**src/verilog/cm3BusPkg.sv**
```systemverilog
// Cortex-M3 bus fabric types
`default_nettype none

package cm3BusPkg;

   // Address map
   localparam logic [31:0] sramBase = 32'h2000_0000;
   localparam logic [31:0] romSize  = 32'h0001_0000;  // 64 KB of ROM ahead of data
   localparam logic [31:0] ramSize  = 32'h0000_8000;  // 32 KB SRAM window

   // AHB transfer type
   typedef enum logic [1:0] {
      transIdle   = 2'b00,
      transBusy   = 2'b01,
      transNonseq = 2'b10,
      transSeq    = 2'b11
   } htrans_t;

   // Address phase plus write data of one master
   typedef struct packed {
      logic [31:0] haddr;
      htrans_t     htrans;
      logic        hwrite;
      logic [2:0]  hsize;   // Byte, halfword or word
      logic [31:0] hwdata;  // Valid in the data phase
   } ahbReq_t;

   // Slave reply
   typedef struct packed {
      logic [31:0] hrdata;
      logic        hready;
      logic        hresp;   // High on error
   } ahbResp_t;

   // Owner of the code bus data phase
   typedef enum logic [1:0] {
      ownNone  = 2'b00,
      ownIcode = 2'b01,
      ownDcode = 2'b10
   } codeOwner_t;

endpackage

`default_nettype wire
```
**src/verilog/cm3BusFabric.sv**
```systemverilog
// Cortex-M3 bus fabric top
`timescale 1ns/1ns
`default_nettype none

module cm3BusFabric
   import cm3BusPkg::*;
(
   input  logic     HCLK,
   input  logic     reset,
   input  logic     halted,
   // Instruction code master
   input  ahbReq_t  icodeReq,
   output ahbResp_t icodeResp,
   // Data code master
   input  ahbReq_t  dcodeReq,
   input  logic     dcodeExreq,
   output ahbResp_t dcodeResp,
   output logic     dcodeExresp,
   // System master
   input  ahbReq_t  sysReqIn,
   input  logic     sysExreq,
   output ahbResp_t sysRespOut,
   output logic     sysExresp,
   // Slave side buses
   output ahbReq_t  codeReq,
   input  ahbResp_t codeResp,
   output ahbReq_t  sysReq,
   input  ahbResp_t sysResp
);

   assign sysRespOut = sysResp;   // System replies need no change

   codeMux uCodeMux (
      .HCLK        (HCLK),
      .reset       (reset),
      .icodeReq    (icodeReq),
      .icodeResp   (icodeResp),
      .dcodeReq    (dcodeReq),
      .dcodeExreq  (dcodeExreq),
      .dcodeResp   (dcodeResp),
      .dcodeExresp (dcodeExresp),
      .codeReq     (codeReq),
      .codeResp    (codeResp)
   );

   // Remap and exclusive monitor on the system path
   sysBusBridge uSysBridge (
      .HCLK      (HCLK),
      .reset     (reset),
      .halted    (halted),
      .sysReqIn  (sysReqIn),
      .sysExreq  (sysExreq),
      .sysHready (sysResp.hready),
      .sysExresp (sysExresp),
      .sysReq    (sysReq)
   );

endmodule

`default_nettype wire

```
**src/verilog/sysBusBridge.sv**
```systemverilog
// System bus remap and exclusive monitor
`timescale 1ns/1ns
`default_nettype none

module sysBusBridge
   import cm3BusPkg::*;
(
   input  logic    HCLK,
   input  logic    reset,
   input  logic    halted,      // Debug halt clears the monitor
   input  ahbReq_t sysReqIn,
   input  logic    sysExreq,
   input  logic    sysHready,
   output logic    sysExresp,
   output ahbReq_t sysReq
);

   logic        sysActive;
   logic        accept;
   logic        inWindow;
   logic        addrMatch;
   logic        exStoreFail;
   logic        monValid;
   logic [29:0] monAddr;     // Word address of the last exclusive read

   assign sysActive = (sysReqIn.htrans == transNonseq) || (sysReqIn.htrans == transSeq);
   assign accept    = sysActive && sysHready;

   // Data placed directly after ROM in one memory
   assign inWindow = (sysReqIn.haddr >= sramBase) && (sysReqIn.haddr < (sramBase + ramSize));

   assign addrMatch   = monValid && (monAddr == sysReqIn.haddr[31:2]);
   assign exStoreFail = sysExreq && sysReqIn.hwrite && !addrMatch;

   always_comb begin
      sysReq = sysReqIn;
      if (inWindow) begin
         sysReq.haddr = sysReqIn.haddr - sramBase + romSize;
      end
      // A failed store exclusive goes out as a harmless read
      if (exStoreFail) begin
         sysReq.hwrite = 1'b0;
      end
   end

   // Monitor state
   always_ff @(posedge HCLK) begin
      if (reset) begin
         monValid <= 1'b0;
      end else if (halted) begin
         monValid <= 1'b0;
      end else if (accept) begin
         if (sysExreq && !sysReqIn.hwrite) begin
            monValid <= 1'b1;
         end else if (sysExreq) begin
            monValid <= 1'b0;                // Any store exclusive ends the sequence
         end else if (sysReqIn.hwrite && addrMatch) begin
            monValid <= 1'b0;                // Plain write to the watched word
         end
      end
   end

   always_ff @(posedge HCLK) begin
      if (accept && sysExreq && !sysReqIn.hwrite) begin
         monAddr <= sysReqIn.haddr[31:2];
      end
   end

   // Exclusive result for the data phase
   always_ff @(posedge HCLK) begin
      if (reset) begin
         sysExresp <= 1'b0;
      end else if (sysHready) begin
         sysExresp <= sysActive && exStoreFail;
      end
   end

endmodule

`default_nettype wire

```
**src/verilog/codeMux.sv**
```systemverilog
// Icode and dcode arbiter
`timescale 1ns/1ns
`default_nettype none

module codeMux
   import cm3BusPkg::*;
(
   input  logic     HCLK,
   input  logic     reset,
   // Instruction fetch master
   input  ahbReq_t  icodeReq,
   output ahbResp_t icodeResp,
   // Data master, wins every tie
   input  ahbReq_t  dcodeReq,
   input  logic     dcodeExreq,
   output ahbResp_t dcodeResp,
   output logic     dcodeExresp,
   // Shared code bus
   output ahbReq_t  codeReq,
   input  ahbResp_t codeResp
);

   logic       iActive;
   logic       dActive;
   logic       busReady;
   logic       iLoses;      // Icode address accepted but bus taken by dcode
   logic       pendValid;
   ahbReq_t    pendReq;     // Held icode address phase
   codeOwner_t owner;       // Whose data phase is on the bus
   logic       dExPhase;

   assign iActive  = (icodeReq.htrans == transNonseq) || (icodeReq.htrans == transSeq);
   assign dActive  = (dcodeReq.htrans == transNonseq) || (dcodeReq.htrans == transSeq);
   assign busReady = codeResp.hready;

   // Icode only gets accepted while nothing is pending
   assign iLoses = busReady && dActive && iActive && !pendValid;

   // Address phase select
   always_comb begin
      codeReq        = icodeReq;
      codeReq.hwrite = 1'b0;             // Instruction side is read only
      if (dActive) begin
         codeReq = dcodeReq;
      end else if (pendValid) begin
         codeReq        = pendReq;
         codeReq.hwrite = 1'b0;
         codeReq.htrans = transNonseq;   // Dcode broke any icode burst
      end else if (iActive && (owner != ownIcode)) begin
         codeReq.htrans = transNonseq;
      end
      codeReq.hwdata = dcodeReq.hwdata;  // Only dcode ever has write data
   end

   // Data phase tracking
   always_ff @(posedge HCLK) begin
      if (reset) begin
         owner     <= ownNone;
         pendValid <= 1'b0;
         dExPhase  <= 1'b0;
      end else if (busReady) begin
         dExPhase <= dActive && dcodeExreq;
         if (dActive) begin
            owner <= ownDcode;
            if (iLoses) begin
               pendValid <= 1'b1;
            end
         end else if (pendValid) begin
            owner     <= ownIcode;       // Held request goes out now
            pendValid <= 1'b0;
         end else if (iActive) begin
            owner <= ownIcode;
         end else begin
            owner <= ownNone;
         end
      end
   end

   // Capture of the losing icode request
   always_ff @(posedge HCLK) begin
      if (iLoses) begin
         pendReq <= icodeReq;
      end
   end

   // Responses back to the masters
   always_comb begin
      icodeResp.hrdata = (owner == ownIcode) ? codeResp.hrdata : '0;
      icodeResp.hresp  = (owner == ownIcode) && codeResp.hresp;
      icodeResp.hready = busReady && !pendValid;   // Low until held fetch completes

      dcodeResp.hrdata = (owner == ownDcode) ? codeResp.hrdata : '0;
      dcodeResp.hresp  = (owner == ownDcode) && codeResp.hresp;
      dcodeResp.hready = busReady;
   end

   // No exclusive monitor on the code bus so every exclusive fails
   assign dcodeExresp = dExPhase;

endmodule

`default_nettype wire

```
**config.mk**
```make
export PLATFORM = sky130hd
export DESIGN_NAME = cm3BusFabric
export DESIGN_NICKNAME = d
export VERILOG_FILES = /design/src/verilog/cm3BusPkg.sv /design/src/verilog/cm3BusFabric.sv /design/src/verilog/sysBusBridge.sv /design/src/verilog/codeMux.sv
export SDC_FILE = /design/constraint.sdc
export NUM_CORES = 1
export LEC_CHECK = 0
export BUFFER_PORTS_ARGS = -buffer_cell sky130_fd_sc_hd__buf_2
export CAP_MARGIN = 5
export CORE_AREA = 3 3 204 206
export DETAILED_ROUTE_END_ITERATION = 12
export DIE_AREA = 0 0 207 209
export PLACE_DENSITY_LB_ADDON = 0.12
export SYNTH_ARGS = -nofsm -noshare
export SYNTH_HDL_FRONTEND = slang
export SYNTH_SLANG_ARGS = --single-unit
```
**constraint.sdc**
```tcl
create_clock -name HCLK -period 3.55 [get_ports HCLK]
set_clock_uncertainty 0.05 [all_clocks]
set_input_delay 1.065 -clock HCLK [delete_from_list [all_inputs] [get_ports HCLK]]
set_output_delay 1.065 -clock HCLK [all_outputs]
set_load 0.01 [all_outputs]
```
==> flow_results.xml <==
<?xml version="1.0" encoding="UTF-8"?>
<metrics>
  <group name="run_status">
    <metric name="status" unit="">complete, no violations</metric>
  </group>
  <group name="sta">
    <metric name="final-hold-violation-count" unit="">0</metric>
    <metric name="tns" unit="ns">0</metric>
    <metric name="grt_setup_unrepaired" unit="">true</metric>
    <metric name="final-setup-viol-count" unit="">0</metric>
    <metric name="fmaxAchievable" unit="MHz">293</metric>
    <metric name="fin_crit_sh" unit="%">96.3</metric>
    <metric name="max_slew.worst_pin.slew" unit="ns">0.422</metric>
    <metric name="fin_hold_ws" unit="ns">0.431</metric>
    <metric name="maxSlewViolCount" unit="">0</metric>
    <metric name="relSlewSlack" unit="%">71.9</metric>
    <metric name="fin_crit" unit="ns">3.42</metric>
  </group>
  <group name="clocking">
    <metric name="post_cts_hold_buffer_count" unit="">0</metric>
    <metric name="tritoncts_clock_tree" unit="">done</metric>
    <metric name="worstSkewPairLatency" unit="ns">0.34</metric>
    <metric name="clock_sink_count" unit="">71</metric>
    <metric name="cts-buffers-inserted" unit="">9</metric>
    <metric name="clock_tree.htree_level_count" unit="">3</metric>
    <metric name="cts_root_buffer" unit="">clkbuf_16</metric>
    <metric name="clk_transition_reported_paths" unit="ns">0.06</metric>
    <metric name="postCtsSetupRepairBufs" unit="">0</metric>
    <metric name="cts-root-to-sink-buffers" unit="">2</metric>
  </group>
  <group name="route">
    <metric name="drt-wirelength-per-cell" unit="um">15.2</metric>
    <metric name="route.final.wire_length" unit="mm">17.9</metric>
    <metric name="drc" unit="">0</metric>
    <metric name="ant_nets" unit="">0</metric>
    <metric name="drt_iter0_markers" unit="">154</metric>
    <metric name="route.detailed.vias_per_inst" unit="">3.22</metric>
    <metric name="first_pass_iters" unit="">4</metric>
    <metric name="num_vias" unit="">3786</metric>
  </group>
  <group name="worst_setup_path">
    <metric name="cp-start-kind" unit="">input pin</metric>
    <metric name="worstReg2RegStart" unit="">uCodeMux.pendValid$_SDFFE_PP0P_</metric>
    <metric name="worstReg2RegEnd" unit="">uCodeMux.pendReq[56]$_DFFE_PP_</metric>
    <metric name="worst_setup_path_end_kind" unit="">primary output</metric>
    <metric name="r2r_cells" unit="">3</metric>
    <metric name="r2r_setup_slack" unit="ns">1.73</metric>
    <metric name="worstPathMaxFanout" unit="">5</metric>
    <metric name="required" unit="ns">2.43</metric>
    <metric name="setup.worst_path.class" unit="">input pin to primary output</metric>
    <metric name="timing.critical_path.arrival" unit="ns">2.30</metric>
  </group>
  <group name="global_route">
    <metric name="grt_pass1_vias" unit="">3888</metric>
    <metric name="globalRouteOverflowTotal" unit="">0</metric>
    <metric name="grt_pass1_wl" unit="mm">25.8</metric>
    <metric name="grt_antenna_before_repair" unit="">2</metric>
    <metric name="global_route.usage.total" unit="%">7.93</metric>
    <metric name="grt_max_degree" unit="">57</metric>
  </group>
  <group name="pwr">
    <metric name="sw_frac_of_total" unit="%">26.7</metric>
    <metric name="p_int" unit="mW">1.77</metric>
    <metric name="powerDensity" unit="mW/mm2">372</metric>
    <metric name="power.sequential.fraction" unit="%">39.5</metric>
    <metric name="leakage" unit="nW">2.80</metric>
    <metric name="vdd.ir_drop.worst" unit="mV">0.207</metric>
    <metric name="clkPwrFrac" unit="%">42.9</metric>
    <metric name="switching_power" unit="mW">0.645</metric>
    <metric name="combinationalPowerShare" unit="%">17.6</metric>
  </group>
  <group name="yosys">
    <metric name="yosysTopAreaCell" unit="">edfxtp_1</metric>
    <metric name="synth.distinct_cells" unit="">35</metric>
    <metric name="synth-edff-count" unit="">65</metric>
    <metric name="synth_fp_nets" unit="">763</metric>
    <metric name="synth-main-ff-cell" unit="">edfxtp_1</metric>
    <metric name="synth_top_cell_area_share" unit="%">40.6</metric>
    <metric name="netlist_top_cells_area" unit="">edfxtp_1 41%, buf_4 19%, and2_1 8.9%, mux2i_1 7.5%, o21ai_0 3.8%</metric>
    <metric name="postSynthAreaPerCell" unit="um2">10.0</metric>
    <metric name="netlist_top_cells_count" unit="">122 x buf_4, 68 x and2_1, 65 x edfxtp_1</metric>
    <metric name="synth_seq_area_share" unit="%">43.1</metric>
    <metric name="synth_area" unit="mm2">0.00480</metric>
    <metric name="synth_async_sr_flop_share" unit="%">0</metric>
    <metric name="synth_seq_cells" unit="">71</metric>
    <metric name="post_synth_inst_count" unit="">478</metric>
    <metric name="post-synth-top-count-cell" unit="">buf_4</metric>
    <metric name="synthesis.yosys.warnings" unit="">0</metric>
  </group>
  <group name="placed_design">
    <metric name="detailedPlacementHpwl" unit="mm">14.6</metric>
    <metric name="io_buffers" unit="">287</metric>
    <metric name="place_congestion" unit="">0.706</metric>
  </group>
  <group name="min_path">
    <metric name="hold_path_startpoint" unit="">uCodeMux.dcodeExresp$_SDFFE_PP0P_</metric>
    <metric name="hold_path_end" unit="">uCodeMux.dcodeExresp$_SDFFE_PP0P_</metric>
    <metric name="min_path_type" unit="">flop to flop</metric>
    <metric name="min_delay_path_depth" unit="">2</metric>
  </group>
  <group name="layout">
    <metric name="syn2layout_area_growth" unit="%">35.1</metric>
    <metric name="final_layout_size_suffix_gt1_share" unit="%">51.6</metric>
    <metric name="fillerInstances" unit="">4581</metric>
    <metric name="final_nets" unit="">931</metric>
  </group>
  <group name="floorplan">
    <metric name="die_width" unit="um">207</metric>
    <metric name="fp-row-count" unit="">73</metric>
    <metric name="core_area" unit="mm2">0.0398</metric>
    <metric name="initial_utilization" unit="%">12.1</metric>
    <metric name="design.die.area" unit="mm2">0.0433</metric>
    <metric name="floorplan.die.height" unit="um">209</metric>
    <metric name="boundaryPins" unit="">527</metric>
  </group>
  <group name="flow_run">
    <metric name="max_cap_viol_count" unit="">0</metric>
  </group>
</metrics>
==> sequential cells by signal, summed over array words and instances, names as in the netlist <==
name / flops
uCodeMux.dcodeExresp: 1
uCodeMux.owner: 2
uSysBridge.sysExresp: 1
uSysBridge.monAddr: 30
uCodeMux.pendValid: 1
uCodeMux.pendReq: 35
uSysBridge.monValid: 1
==> layout by cell type (no fill, tap or decap), types with 2 or more instances in the layout <==
cell        netlist  layout
edfxtp_1         65      65
nand3_1           2       2
nor4_2            0       2
nand2_1          35      35
and2_1           68      68
xnor2_1          20      15
nor4b_1           3       3
xnor2_2           0       4
bufinv_16         0       2
buf_12            0       3
mux2i_1          36      36
buf_2             3     283
buf_4           122      19
clkinvlp_4        0       2
buf_6             0       2
inv_6             0       2
nor2_1            4       3
nor4_1            6       4
nand4_1           7       7
buf_8             0       2
nand2b_1          3       3
o21ai_0          36      36
xor2_1           11      11
ha_1              2       2
clkbuf_16         0       9
dfxtp_1           6       5
a21oi_1           3       3
inv_1             3       3
nor2b_1           4       4
==> cells by family after synthesis <==
family,share of synthesized area (%)
mux,7.74
buf+inv,21.9
xor+xnor,5.65
fa+ha+maj,0.521
flops,43.1
simple gates,15.8
compound gates,5.29
==> worst max-delay path: stages <==
cell     delay, ns
buf_2         0.15
inv_1         0.07
ha_1          0.13
nor4b_1       0.24
nand4_1       0.18
buf_4         0.18
xnor2_1       0.13
buf_2         0.15
==> metrics by stage <==
stage               power [mW]  worst slack, ns  instances  instance area (um2)  util, %
global placement          1.40          -0.0336       1160                 6060     15.2
detailed placement        1.40          -0.0740       1160                 6060     15.2
floorplan                 1.28            0.410        478                 4800        -
finish                    2.41            0.133       1177                 6490     16.3
global route              2.55          -0.0136       1176                 6490     16.3
CTS                       2.48           0.0432       1176                 6400     16.1
==> power groups by stage <==
stage,Combinational (mW),Sequential [mW],Clock (mW)
3_3_place_gp,0.430,0.972,0
6_report,0.423,0.953,1.03
5_1_grt,0.472,0.956,1.13
2_1_floorplan,0.316,0.967,0
3_5_place_dp,0.426,0.972,0
4_1_cts,0.429,0.953,1.10
==> cell type report <==
cell class | count | area (um2) | area share (%)
clock inverters | 7 | 104 | 1.60
multi-input cells | 252 | 1750 | 26.9
inverters | 3 | 11.3 | 0.174
flip-flops and latches | 71 | 2070 | 31.9
repair buffers | 309 | 1670 | 25.8
well taps | 525 | 657 | 10.1
clock buffers | 9 | 225 | 3.47
diodes | 1 | 2.50 | 0.0386
==> per-layer routing <==
layer  track usage (%)  wire (um)  part of all wire, %  vias up
met4              3.58        700                  3.9        4
met2              12.9       8520                   47      200
li1                  -          -                    -     1829
met5                 0         31                 0.17        -
met3              3.35       1630                  9.1       70
met1              9.06       7060                   39     1683
==> worst max-delay path by stage <==
stage	start	to	slack, ns	cells past startpoint
6_report	sysReqIn[54]	sysReq[54]	0.13	8
5_1_grt	sysReqIn[64]	sysReq[35]	-0.01	8
4_1_cts	sysReqIn[54]	sysReq[35]	0.04	7
3_5_place_dp	sysReqIn[54]	sysReq[35]	-0.07	7
3_3_place_gp	sysReqIn[54]	sysReq[35]	-0.03	7
2_1_floorplan	sysReqIn[49]	sysReq[35]	0.41	5
==> repair_timing <==
item / in CTS / in global routing
pin swaps: 0 / 9
resized for setup: 2 / 17
setup endpoints to repair: 1 / 2
Power figures use the tool's default switching activity.
